File: config.mk
export PLATFORM = sky130hd
export DESIGN_NAME = trap_unit_top
export DESIGN_NICKNAME = d
export VERILOG_FILES = /design/src/source/trap_pkg.sv /design/src/source/csr_if.sv /design/src/source/csr_file.sv /design/src/source/trap_decode.sv /design/src/source/trap_sequencer.sv /design/src/source/trap_unit_top.sv
export SDC_FILE = /design/constraint.sdc
export NUM_CORES = 1
export LEC_CHECK = 0
export BUFFER_PORTS_ARGS = -buffer_cell sky130_fd_sc_hd__buf_2
export CAP_MARGIN = 15
export CORE_MARGIN = 5
export CORE_UTILIZATION = 40
export DETAILED_ROUTE_END_ITERATION = 10
export PLACE_DENSITY = 0.6
export SLEW_MARGIN = 20
export SYNTH_ARGS = -nofsm -noshare
export SYNTH_HDL_FRONTEND = slang
export SYNTH_SLANG_ARGS = --single-unit
File: constraint.sdc
create_clock -name clk -period 6.8 [get_ports clk]
set_input_delay 1.02 -clock clk [delete_from_list [all_inputs] [get_ports clk]]
set_output_delay 1.02 -clock clk [all_outputs]
set_load 0.005 [all_outputs]
File: src/source/trap_pkg.sv
// ------------------------------
// machine mode only, direct mtvec mode, no mie/mip masking
// ------------------------------
package trap_pkg;

  // retired opcodes that trap
  localparam logic [7:0] op_ecall = 8'h73;
  localparam logic [7:0] op_mret  = 8'h30;

  localparam logic [11:0] csr_mstatus = 12'h300;
  localparam logic [11:0] csr_mtvec   = 12'h305;
  localparam logic [11:0] csr_mepc    = 12'h341;
  localparam logic [11:0] csr_mcause  = 12'h342;

  localparam logic [63:0] cause_ecall_m = 64'd11;
  localparam logic [63:0] cause_timer_m = 64'h8000_0000_0000_0007; // interrupt bit, code 7

  localparam logic [63:0] pc_reset = 64'd0;

  // sequencer states, one per CSR access
  localparam logic [3:0] st_idle       = 4'd0;
  localparam logic [3:0] st_ent_mepc   = 4'd1;
  localparam logic [3:0] st_ent_mcause = 4'd2;
  localparam logic [3:0] st_ent_mtvec  = 4'd3;
  localparam logic [3:0] st_ent_mst_rd = 4'd4;
  localparam logic [3:0] st_ent_mst_wr = 4'd5;
  localparam logic [3:0] st_lv_mst_rd  = 4'd6;
  localparam logic [3:0] st_lv_mepc    = 4'd7;
  localparam logic [3:0] st_lv_mst_wr  = 4'd8;

  typedef enum logic [1:0] {
    none  = 2'd0,
    enter = 2'd1,
    leave = 2'd2
  } trap_kind_e;

  typedef struct packed {
    logic [50:0] hi;
    logic [1:0]  mpp;    // [12:11]
    logic [2:0]  mid_hi;
    logic        mpie;   // [7]
    logic [2:0]  mid_lo;
    logic        mie;    // [3]
    logic [2:0]  lo;
  } mstatus_f_t;

  typedef union packed {
    logic [63:0] raw;
    mstatus_f_t  f;
  } mstatus_u;

endpackage

File: src/source/csr_if.sv
// ------------------------------
// rdata valid only while ren is high
// ------------------------------
`timescale 1ns/1ns

interface csr_if;
  logic [11:0] addr;
  logic        ren;
  logic        wen;
  logic [63:0] wdata;
  logic [63:0] rdata;

  modport sequencer (
    output addr,
    output ren,
    output wen,
    output wdata,
    input  rdata
  );

  modport csr (
    input  addr,
    input  ren,
    input  wen,
    input  wdata,
    output rdata
  );
endinterface

File: src/source/csr_file.sv
// ------------------------------
// core port writes dropped while a trap holds the bus
// ------------------------------
`timescale 1ns/1ns

module csr_file (
  input  logic        clk,
  input  logic        rst,
  input  logic        i_csr_we,
  input  logic [11:0] i_csr_addr,
  input  logic [63:0] i_csr_wdata,
  output logic [63:0] o_csr_rdata,
  csr_if.csr          bus
);

  logic [63:0]        mepc_q;
  logic [63:0]        mcause_q;
  logic [63:0]        mtvec_q;
  trap_pkg::mstatus_u mstatus_q;

  logic               seq_active;
  logic               wr_en;
  logic [11:0]        wr_addr;
  logic [63:0]        wr_data;

  function automatic logic [63:0] read_csr(input logic [11:0] addr);
    case (addr)
      trap_pkg::csr_mepc:    read_csr = mepc_q;
      trap_pkg::csr_mcause:  read_csr = mcause_q;
      trap_pkg::csr_mtvec:   read_csr = mtvec_q;
      trap_pkg::csr_mstatus: read_csr = mstatus_q.raw;
      default:               read_csr = 64'd0;
    endcase
  endfunction

  // sequencer wins the write port
  assign seq_active = bus.ren || bus.wen;
  assign wr_en      = seq_active ? bus.wen   : i_csr_we;
  assign wr_addr    = seq_active ? bus.addr  : i_csr_addr;
  assign wr_data    = seq_active ? bus.wdata : i_csr_wdata;

  always_ff @(posedge clk) begin
    if (rst) begin
      mepc_q        <= trap_pkg::pc_reset;
      mcause_q      <= trap_pkg::pc_reset;
      mtvec_q       <= trap_pkg::pc_reset;
      mstatus_q.raw <= trap_pkg::pc_reset;
    end else if (wr_en) begin
      case (wr_addr)
        trap_pkg::csr_mepc: begin
          mepc_q <= wr_data;
        end
        trap_pkg::csr_mcause: begin
          mcause_q <= wr_data;
        end
        trap_pkg::csr_mtvec: begin
          mtvec_q <= {wr_data[63:2], 2'b00};  // direct mode only
        end
        trap_pkg::csr_mstatus: begin
          mstatus_q.raw <= wr_data;
        end
        default: begin
        end
      endcase
    end
  end

  always_comb begin
    bus.rdata   = bus.ren ? read_csr(bus.addr) : 64'd0;
    o_csr_rdata = read_csr(i_csr_addr);
  end

  a_core_wr_blocked: assert property (@(posedge clk) disable iff (rst)
    !(i_csr_we && seq_active));

endmodule

File: src/source/trap_decode.sv
// ------------------------------
// one-entry slot, events that are not traps are dropped
// ------------------------------
`timescale 1ns/1ns

module trap_decode (
  input  logic                  clk,
  input  logic                  rst,
  input  logic                  i_valid,
  input  logic [7:0]            i_opcode,
  input  logic [63:0]           i_pc,
  input  logic                  i_timer_irq,
  input  logic                  i_take,
  output logic                  o_ready,
  output logic                  o_pending,
  output trap_pkg::trap_kind_e  o_kind,
  output logic [63:0]           o_cause,
  output logic [63:0]           o_pc
);

  trap_pkg::trap_kind_e kind_in;
  logic [63:0]          cause_in;
  logic                 pending_q;
  logic                 fill;

  always_comb begin
    kind_in  = trap_pkg::none;
    cause_in = 64'd0;
    if (i_opcode == trap_pkg::op_ecall) begin
      kind_in  = trap_pkg::enter;
      cause_in = trap_pkg::cause_ecall_m;
    end else if (i_opcode == trap_pkg::op_mret) begin
      kind_in = trap_pkg::leave;
    end else if (i_timer_irq) begin
      kind_in  = trap_pkg::enter;
      cause_in = trap_pkg::cause_timer_m;
    end
  end

  assign fill = i_valid && o_ready && (kind_in != trap_pkg::none);

  always_ff @(posedge clk) begin
    if (rst) begin
      pending_q <= 1'b0;
    end else if (i_take) begin
      pending_q <= 1'b0;
    end else if (fill) begin
      pending_q <= 1'b1;
    end
  end

  // inputs last one cycle only
  always_ff @(posedge clk) begin
    if (fill) begin
      o_kind  <= kind_in;
      o_cause <= cause_in;
      o_pc    <= i_pc;
    end
  end

  assign o_ready   = !pending_q;
  assign o_pending = pending_q;

  a_take_needs_item: assert property (@(posedge clk) disable iff (rst)
    i_take |-> pending_q);

endmodule

File: src/source/trap_sequencer.sv
// ------------------------------
// one CSR access at a time, 3 cycles each
// no new item while o_req waits for i_ack
// ------------------------------
`timescale 1ns/1ns

module trap_sequencer (
  input  logic                  clk,
  input  logic                  rst,
  input  logic                  i_pending,
  input  trap_pkg::trap_kind_e  i_kind,
  input  logic [63:0]           i_cause,
  input  logic [63:0]           i_pc,
  input  logic                  i_ack,
  output logic                  o_take,
  output logic                  o_req,
  output logic                  o_pc_jmp,
  output logic [63:0]           o_pc_jmpaddr,
  csr_if.sequencer              bus
);

  logic [3:0]         state;
  logic [3:0]         next_state;
  logic [1:0]         step;
  logic [63:0]        pc_q;
  logic [63:0]        cause_q;
  logic [63:0]        target_q;    // mtvec or mepc
  trap_pkg::mstatus_u status_q;
  trap_pkg::mstatus_u enter_st;
  trap_pkg::mstatus_u leave_st;

  logic [11:0]        acc_addr;
  logic               acc_write;
  logic [63:0]        acc_wdata;
  logic               acc_target;
  logic               acc_last;

  assign o_take = (state == trap_pkg::st_idle) && i_pending && !o_req;

  always_comb begin
    enter_st        = status_q;
    enter_st.f.mpp  = 2'b11;
    enter_st.f.mpie = status_q.f.mie;
    enter_st.f.mie  = 1'b0;

    leave_st        = status_q;
    leave_st.f.mpp  = 2'b00;
    leave_st.f.mpie = 1'b1;
    leave_st.f.mie  = status_q.f.mpie;
  end

  // what the current state accesses
  always_comb begin
    acc_addr   = trap_pkg::csr_mstatus;
    acc_write  = 1'b0;
    acc_wdata  = enter_st.raw;
    acc_target = 1'b0;
    acc_last   = 1'b0;
    next_state = trap_pkg::st_idle;
    case (state)
      trap_pkg::st_ent_mepc: begin
        acc_addr   = trap_pkg::csr_mepc;
        acc_write  = 1'b1;
        acc_wdata  = pc_q;
        next_state = trap_pkg::st_ent_mcause;
      end
      trap_pkg::st_ent_mcause: begin
        acc_addr   = trap_pkg::csr_mcause;
        acc_write  = 1'b1;
        acc_wdata  = cause_q;
        next_state = trap_pkg::st_ent_mtvec;
      end
      trap_pkg::st_ent_mtvec: begin
        acc_addr   = trap_pkg::csr_mtvec;
        acc_target = 1'b1;
        next_state = trap_pkg::st_ent_mst_rd;
      end
      trap_pkg::st_ent_mst_rd: begin
        next_state = trap_pkg::st_ent_mst_wr;
      end
      trap_pkg::st_ent_mst_wr: begin
        acc_write = 1'b1;
        acc_last  = 1'b1;
      end
      trap_pkg::st_lv_mst_rd: begin
        next_state = trap_pkg::st_lv_mepc;
      end
      trap_pkg::st_lv_mepc: begin
        acc_addr   = trap_pkg::csr_mepc;
        acc_target = 1'b1;
        next_state = trap_pkg::st_lv_mst_wr;
      end
      trap_pkg::st_lv_mst_wr: begin
        acc_write = 1'b1;
        acc_wdata = leave_st.raw;
        acc_last  = 1'b1;
      end
      default: begin
        next_state = trap_pkg::st_idle;
      end
    endcase
  end

  always_ff @(posedge clk) begin
    if (rst) begin
      state    <= trap_pkg::st_idle;
      step     <= 2'd0;
      o_req    <= 1'b0;
      o_pc_jmp <= 1'b0;
      bus.ren  <= 1'b0;
      bus.wen  <= 1'b0;
    end else begin
      o_pc_jmp <= 1'b0;
      if (o_req && i_ack) begin
        o_req <= 1'b0;
      end
      if (state == trap_pkg::st_idle) begin
        step <= 2'd0;
        if (o_take) begin
          if (i_kind == trap_pkg::leave) begin
            state <= trap_pkg::st_lv_mst_rd;
          end else begin
            state <= trap_pkg::st_ent_mepc;
          end
        end
      end else begin
        case (step)
          2'd0: begin                 // gap, issue request
            bus.ren <= !acc_write;
            bus.wen <= acc_write;
            step    <= 2'd1;
          end
          2'd1: begin                 // request cycle
            bus.ren <= 1'b0;
            bus.wen <= 1'b0;
            step    <= 2'd2;
            if (acc_last) begin
              o_pc_jmp <= 1'b1;
            end
          end
          default: begin              // release cycle
            state <= next_state;
            step  <= 2'd0;
            if (acc_last) begin
              o_req <= 1'b1;
            end
          end
        endcase
      end
    end
  end

  always_ff @(posedge clk) begin
    if (o_take) begin
      pc_q    <= i_pc;
      cause_q <= i_cause;
    end
    if (state != trap_pkg::st_idle && step == 2'd0) begin
      bus.addr  <= acc_addr;
      bus.wdata <= acc_wdata;
    end
    if (step == 2'd1 && bus.ren) begin
      if (acc_target) begin
        target_q <= bus.rdata;
      end else begin
        status_q.raw <= bus.rdata;
      end
    end
  end

  assign o_pc_jmpaddr = target_q;

  a_ren_wen_excl: assert property (@(posedge clk) disable iff (rst)
    !(bus.ren && bus.wen));

  a_req_hold: assert property (@(posedge clk) disable iff (rst)
    o_req && !i_ack |=> o_req);

  a_jmp_pulse: assert property (@(posedge clk) disable iff (rst)
    o_pc_jmp |=> !o_pc_jmp);

endmodule

File: src/source/trap_unit_top.sv
// ------------------------------
// wiring only, adds no latency
// ------------------------------
`timescale 1ns/1ns

module trap_unit_top (
  input  logic        clk,
  input  logic        rst,
  input  logic        i_valid,
  input  logic [7:0]  i_opcode,
  input  logic [63:0] i_pc,
  input  logic        i_timer_irq,
  input  logic        i_ack,
  input  logic        i_csr_we,
  input  logic [11:0] i_csr_addr,
  input  logic [63:0] i_csr_wdata,
  output logic        o_ready,
  output logic        o_req,
  output logic        o_pc_jmp,
  output logic [63:0] o_pc_jmpaddr,
  output logic [63:0] o_csr_rdata
);

  trap_pkg::trap_kind_e kind;
  logic [63:0]          cause;
  logic [63:0]          pc;
  logic                 pending;
  logic                 take;

  csr_if csr_bus ();

  trap_decode i_trap_decode (
    .clk         (clk),
    .rst         (rst),
    .i_valid     (i_valid),
    .i_opcode    (i_opcode),
    .i_pc        (i_pc),
    .i_timer_irq (i_timer_irq),
    .i_take      (take),
    .o_ready     (o_ready),
    .o_pending   (pending),
    .o_kind      (kind),
    .o_cause     (cause),
    .o_pc        (pc)
  );

  trap_sequencer i_trap_sequencer (
    .clk          (clk),
    .rst          (rst),
    .i_pending    (pending),
    .i_kind       (kind),
    .i_cause      (cause),
    .i_pc         (pc),
    .i_ack        (i_ack),
    .o_take       (take),
    .o_req        (o_req),
    .o_pc_jmp     (o_pc_jmp),
    .o_pc_jmpaddr (o_pc_jmpaddr),
    .bus          (csr_bus.sequencer)
  );

  csr_file i_csr_file (
    .clk         (clk),
    .rst         (rst),
    .i_csr_we    (i_csr_we),
    .i_csr_addr  (i_csr_addr),
    .i_csr_wdata (i_csr_wdata),
    .o_csr_rdata (o_csr_rdata),
    .bus         (csr_bus.csr)
  );

endmodule

==> results of run 1 <==
==> cell type report <==
class | count | area, um2 | area share (%)
inverters | 5 | 18.8 | 0.0680
repair buffers | 319 | 1720 | 6.23
flip-flops and latches | 595 | 15200 | 55.1
clock buffers | 83 | 1720 | 6.22
well taps | 765 | 957 | 3.47
clock inverters | 30 | 352 | 1.27
multi-input cells | 1209 | 7610 | 27.6
==> stage by stage <==
stage	utilization [%]	cells	area (um2)	hold WS, ps
finish	47.7	3006	27600	412
global route	47.7	3006	27600	422
CTS	47.7	3006	27600	417
detailed placement	44.1	2893	25500	405
global placement	44.1	2891	25500	403
floorplan	-	1989	23400	400
==> state kept, by name (all words and copies together) (netlist names) <==
name	count
i_trap_sequencer.step	2
i_trap_decode.o_pending	1
i_trap_sequencer.bus.wdata	64
i_trap_sequencer.status_q	62
i_trap_sequencer.state	4
i_trap_sequencer.pc_q	64
i_csr_file.mepc_q	64
i_trap_sequencer.o_req	1
i_trap_sequencer.cause_q	3
i_trap_decode.o_cause	3
i_trap_decode.o_pc	64
i_trap_sequencer.bus.wen	1
i_trap_sequencer.o_pc_jmpaddr	64
i_csr_file.mtvec_q	62
i_trap_sequencer.bus.addr	4
i_csr_file.mstatus_q	64
i_trap_sequencer.o_pc_jmp	1
i_csr_file.mcause_q	64
i_trap_decode.o_kind	2
i_trap_sequencer.bus.ren	1
==> power by group through the flow <==
stage | logic [uW] | clock network, uW | registers [uW]
floorplan | 424 | 0 | 4080
global placement | 707 | 0 | 4100
detailed placement | 723 | 0 | 4100
CTS | 725 | 3490 | 4020
global route | 784 | 3650 | 4030
finish | 728 | 3450 | 4020
==> routing by layer <==
metal  part of all wire, %  vias to the layer above
met4                   2.8                        0
li1                      -                     8019
met3                   8.5                      157
met5                     0                        -
met1                    42                     9127
met2                    47                      974
==> critical path, stage by stage <==
cell and delay, ps:
buf_2 120, nor4bb_4 330, buf_4 700, and2_2 1030
a22oi_1 210, o211ai_1 400, buf_2 200
==> cell usage in the layout, fill, tap and decap left out, types with 3 or more instances in the layout <==
cell and n:
nand2_1 371, edfxtp_1 330, buf_2 283, dfxtp_1 265, a22o_1 258, a21oi_1 169
nand3_1 69, o21ai_0 65, a222oi_1 64, clkbuf_16 61, a221o_1 37, buf_4 34
a22oi_1 31, o211ai_1 30, nor2_1 21, clkbuf_1 10, clkinv_2 10, clkbuf_8 10
bufinv_16 8, clkinv_1 8, nand2b_1 7, nor3_1 6, nor2b_1 6, inv_1 5
a21oi_4 5, nor2_4 4, nor3b_1 4, or3_1 3, nor3_2 3, o21a_1 3
nand3b_1 3, and2_4 3
==> cells by family after synthesis <==
kind of cell,after synthesis,synth area share (%)
and+or+nand+nor,527,9.64
xor gates and xnor gates,1,0.0374
DFF,595,65.0
muxes,2,0.0908
buffers and inverters,185,3.38
AOI/OAI and AO/OA,679,21.9
==> how the worst max path moves through the flow <==
stage,end,slack (ps),startpoint,depth (start not counted)
2_1_floorplan,i_trap_sequencer.o_pc_jmpaddr[0],980,i_trap_sequencer.state[1],4
3_3_place_gp,o_csr_rdata[2],1890,i_csr_addr[10],7
3_5_place_dp,o_csr_rdata[2],1800,i_csr_addr[10],7
4_1_cts,o_csr_rdata[2],1810,i_csr_addr[10],7
5_1_grt,o_csr_rdata[2],1660,i_csr_addr[10],7
6_report,o_csr_rdata[2],1710,i_csr_addr[10],7
==> run_results.csv, run 1 <==
group,metric,value,unit
run_status,status,"complete, no violations",
logic_synthesis,ys.flop_type,"edfxtp_1",
critical_path,worstPathRequired,5780,ps
clock_tree,cts_buffers,61,
grt,grt_use_met3,3.62,%
floorplan,ios,285,
floorplan,initial_core_util,40.5,%
clock_tree,htree_levels,2,
power,ir_drop,0.000210,V
clock_tree,clock_latency,620,ps
logic_synthesis,synth.most_common_cell,"nand2_1",
place,io_buffer_count,284,
clock_tree,tritoncts,"built",
sta,max_freq,0.196,GHz
logic_synthesis,syn_inst,1989,
logic_synthesis,synth_cell_type_count,53,
sta,period_minus_slack,5090,ps
sta,fin_ws,1710,ps
logic_synthesis,yosysWarnings,0,
place,post-place-ws,1800,ps
place,hpwl,44200,um
sta,rsz0062_at_grt,"no",
power,power.switching,2020,uW
critical_path,critPathArrivalTime,4070,ps
logic_synthesis,synth_commonest_cells,"373 x nand2_1, 330 x edfxtp_1, 265 x dfxtp_1",
min_path,hold-path-cell-count,0,
layout,fill_cells,5203,
power,p_leak,0.00999,uW
grt,gr-total-overflow,0,
routing,firstDrtPassIters,7,
power,intPower,6180,uW
grt,first_global_vias,18303,
power,seq_power_share,49.1,%
logic_synthesis,async_reset_ff_share,0,%
floorplan,rows,88,
power,p_clk_share,42.0,%
floorplan,coreArea,57800,um2
layout,area_delta_synth_final,17.8,%
grt,grt_use_met1,31.3,%
sta,skew,26.2,ps
routing,wl_per_cell,25.2,um
routing,routed_wl,75900,um
sta,setup-violations-final,0,
grt,grt_pass1_wl,113000,um
logic_synthesis,syn-num-nets,2143,
clock_tree,clockBufferDepth,3,
floorplan,fp.dieW,252,um
power,finalPower,8200,uW
clock_tree,cts_root_buffer,"clkbuf_16",
layout,drive_gt1_share,20.1,%
grt,grt-busiest-layer,"met2",
sta,hold_viol_final,0,
sta,period_share,74.9,%
clock_tree,cts_setup_buffers,0,
routing,drtIter0Drc,2141,
min_path,min_from,"i_trap_decode.o_pc[63]",
logic_synthesis,ys_seq_area_share,65.0,%
critical_path,worstSetupPathType,"in -> out",
min_path,worst_hold_path_type,"reg -> reg",
routing,via_per_inst,6.08,
logic_synthesis,yosysTopAreaCellShare,42.3,%
logic_synthesis,synth_edf_count,330,
critical_path,path_max_fanout,68,
power,switching_share,24.6,%
grt,antenna_found_initial,0,
logic_synthesis,synth_area,23400,um2
routing,num_vias,18277,
run,drv_cap,0,
power,p_per_area,297,nW/um2
floorplan,fp.dieH,252,um
routing,ant_nets,0,
layout,antenna_cells,0,
clock_tree,hold_buffers,0,
min_path,min_to,"i_trap_sequencer.pc_q[63]",
sta,relSlewSlack,26.9,%
logic_synthesis,ys_ff_latch,595,
clock_tree,clk_pin_slew,60,ps
grt,grt_util_met2,37.0,%
sta,slew_violations,0,
logic_synthesis,synth_top_area_cell,"edfxtp_1",
clock_tree,cts_resized,0,
critical_path,r2r_start,"i_trap_sequencer.state[0]",
grt,grtUsageTotal,22.7,%
sta,tightest_slew,1090,ps
layout,num-nets-final,2345,
critical_path,start_kind,"primary input",
critical_path,r2r_cells,4,
routing,drc,0,
critical_path,reg2reg_to,"i_trap_sequencer.bus.wdata[35]",
clock_tree,cts_sinks,595,
logic_synthesis,avgSynthCellArea,11.8,um2
place,gp_congestion,0.816,
logic_synthesis,synth_area_leaders,"edfxtp_1 42%, dfxtp_1 23%, a22o_1 9.7%",
critical_path,reg2reg_slack,3760,ps
power,pwr-share-comb,8.9,%
grt,grt_max_degree,69,
critical_path,cp-end-kind,"primary output",
sta,setup_tns,0,ps
floorplan,die-area,63500,um2
No activity file was read; power rests on OpenSTA's default activity.
==> inputs of run 2 (changes only) <==
- ABC_AREA: not set -> 1
- clock period: 6.8 -> 5 ns (I/O delays scaled with it)
==> run 2 against run 1 <==
Sequential cell count stayed put; die area is 13% higher; first-iteration DRC count is 13% higher; cell area is 11% higher; power is 60% higher; via count is 25% higher; register-to-register slack worse by 2100 ps; largest cell class unchanged; critical endpoint is now o_csr_rdata[59]; setup slack worse by 560 ps; clock power is 42% higher.
==> run_results.csv, run 2 <==
group,metric,value,unit
critical_path,path_depth,10,
grt,gr-total-overflow,0,
clock_tree,cts_root_buffer,"clkbuf_16",
layout,fill_cells,6169,
critical_path,path_max_fanout,38,
routing,num_vias,22783,
logic_synthesis,async_reset_ff_share,0,%
layout,final_core_utilization,46.6,%
clock_tree,clock_latency,610,ps
routing,wl_per_cell,21.0,um
floorplan,coreArea,65700,um2
layout,drive_gt1_share,16.2,%
critical_path,cp_top_family,"buffers and inverters",
sta,setup_tns,0,ps
power,p_leak,0.0116,uW
sta,skew,25.5,ps
sta,relSlewSlack,25.2,%
critical_path,cp_cell_sequence,"buf_2 -> nor2_1 -> nand3_1 -> nor2_1 -> nand2_1 -> inv_2 -> buf_12 -> nand2_1 -> nand4_1 -> buf_2",
clock_tree,clk_pin_slew,60,ps
critical_path,r2r_cells,6,
logic_synthesis,yosysWarnings,0,
logic_synthesis,avgSynthCellArea,8.84,um2
sta,period_share,77.0,%
routing,drtIter0Drc,2424,
routing,firstDrtPassIters,6,
critical_path,startpoint,"i_csr_addr[4]",
logic_synthesis,synthSimpleGateAreaFrac,26.7,%
clock_tree,clockBufferDepth,3,
routing,ant_nets,0,
logic_synthesis,synth_top_area_cell,"edfxtp_1",
logic_synthesis,synth_top_family_by_area,"simple AND/OR/NAND/NOR gates",
sta,hold_viol_final,0,
min_path,worst_hold_path_type,"in -> reg",
logic_synthesis,yosysTopAreaCellShare,37.4,%
grt,antenna_found_initial,3,
sta,tightest_slew,1120,ps
grt,first_global_vias,22127,
critical_path,worstPathRequired,4250,ps
floorplan,fp.dieW,267,um
critical_path,cp-end-kind,"primary output",
routing,routed_wl,85400,um
clock_tree,cts_sinks,595,
grt,grtUsageTotal,22.9,%
sta,rsz0062_at_grt,"no",
critical_path,cp_num_buf_inv,4,
clock_tree,cts_resized,0,
logic_synthesis,ys.flop_type,"edfxtp_1",
grt,grt_pass1_wl,129000,um
critical_path,reg2reg_slack,1670,ps
critical_path,crit_end,"o_csr_rdata[59]",
critical_path,reg2reg_to,"i_trap_sequencer.o_pc_jmpaddr[11]",
floorplan,fp.dieH,267,um
critical_path,critPathArrivalTime,3100,ps
logic_synthesis,synth.most_common_cell,"nand2_1",
place,io_buffer_count,284,
run,drv_cap,0,
logic_synthesis,synth_area_leaders,"edfxtp_1 37%, dfxtp_1 20%, nand2_1 10%",
logic_synthesis,synthXorXnorAreaFrac,0,%
logic_synthesis,synth_compound_area_share,9.22,%
sta,slew_violations,0,
logic_synthesis,synth_cell_type_count,31,
logic_synthesis,synth_edf_count,330,
clock_tree,tritoncts,"built",
floorplan,initial_core_util,40.3,%
power,p_per_area,429,nW/um2
logic_synthesis,synth_commonest_cells,"705 x nand2_1, 333 x nand3_1, 330 x edfxtp_1",
floorplan,ios,285,
layout,num-nets-final,3301,
routing,via_per_inst,5.60,
place,gp_congestion,0.825,
critical_path,worstSetupPathType,"in -> out",
clock_tree,cts_setup_buffers,0,
layout,area_delta_synth_final,15.5,%
logic_synthesis,synth_area,26500,um2
clock_tree,htree_levels,3,
logic_synthesis,ys_seq_area_share,57.4,%
critical_path,start_kind,"primary input",
clock_tree,cts_buffers,67,
run_status,status,"complete, no violations",
sta,setup-violations-final,0,
grt,grt_max_degree,200,
critical_path,crit_path_top_delay_cell,"inv_2",
logic_synthesis,synth_adder_area_share,0,%
sta,period_minus_slack,3850,ps
floorplan,rows,94,
sta,max_freq,0.260,GHz
clock_tree,hold_buffers,0,
floorplan,die-area,71500,um2
logic_synthesis,ys_ff_latch,595,
logic_synthesis,syn_inst,2999,
routing,drc,0,
layout,layout_common_cells,"705 x nand2_1, 333 x nand3_1, 330 x edfxtp_1",
critical_path,r2r_start,"i_trap_sequencer.bus.addr[6]",
layout,antenna_cells,0,
layout,mostFrequentLayoutCell,"nand2_1",
logic_synthesis,muxShareOfSynthArea,0,%
critical_path,cpPeakStageDelay,570,ps
power,ir_drop,0.000397,V
logic_synthesis,syn-num-nets,3153,
place,hpwl,48900,um
==> run 2: cell types whose count changed after synthesis, sizes merged, moves of 28 or more <==
cell    change
a221o      -37
o211ai     -28
a22o      -203
or2        +61
a22oi      -31
nand2     +333
nand4     +190
a41oi      +62
a222oi     -64
inv       +167
nor2      +258
nand3     +265
buf        +78
==> run 2: layout make-up <==
type	instances	area (um2)	share of cell area, %
clock inverters	35	345	1.13
clock buffers	88	1850	6.04
flip-flops and latches	595	15200	49.7
repair buffers	326	1810	5.92
well taps	864	1080	3.53
multi-input cells	1985	9650	31.5
inverters	172	657	2.15
==> run 2: where the power goes <==
part | switching, uW | total, uW | internal [uW]
clock network | 2030 | 4910 | 2880
logic | 2160 | 2640 | 480
registers | 84.9 | 5580 | 5490
==> run 2: worst reg2reg max path: stages, from the launching register on <==
cell and delay, ps:
edfxtp_1 380, inv_2 640, nand3_1 180, inv_2 790
buf_4 580, nand2_1 110, a41oi_1 400
==> run 2: kinds of logic after synthesis <==
family / count (synthesis)
buffers and inverters: 419
and+or+nand+nor: 1589
DFF: 595
AOI/OAI and AO/OA: 396
==> run 2: how the worst min path moves through the flow <==
stage	startpoint	slack (ps)	to	cells past startpoint
finish	i_pc[56]	310	i_trap_decode.o_pc[56]	1
global route	i_pc[59]	290	i_trap_decode.o_pc[59]	1
CTS	i_pc[59]	270	i_trap_decode.o_pc[59]	1
detailed placement	i_trap_decode.o_pc[25]	400	i_trap_sequencer.pc_q[25]	0
global placement	i_trap_decode.o_cause[3]	400	i_trap_sequencer.cause_q[3]	0
floorplan	i_trap_decode.o_cause[1]	400	i_trap_sequencer.cause_q[1]	0
==> run 2: metrics by stage <==
step / total power [uW] / area (um2) / instances / hold slack, ps / setup WS [ps]
5_1_grt: 13600 / 30600 / 4065 / 286 / 1040
4_1_cts: 13200 / 30600 / 4065 / 275 / 1180
3_5_place_dp: 8250 / 28400 / 3942 / 405 / 1190
3_3_place_gp: 8200 / 28400 / 3942 / 403 / 1230
2_1_floorplan: 7280 / 26500 / 2999 / 400 / 888
6_report: 13100 / 30600 / 4065 / 309 / 1150
==> run 2: per-layer routing <==
metal,GRT usage [%],up-vias,wire (um)
li1,-,10637,-
met1,32.0,10753,36600
met2,35.6,1197,38500
met3,4.37,192,7610
met4,8.47,4,2680
met5,0,-,25
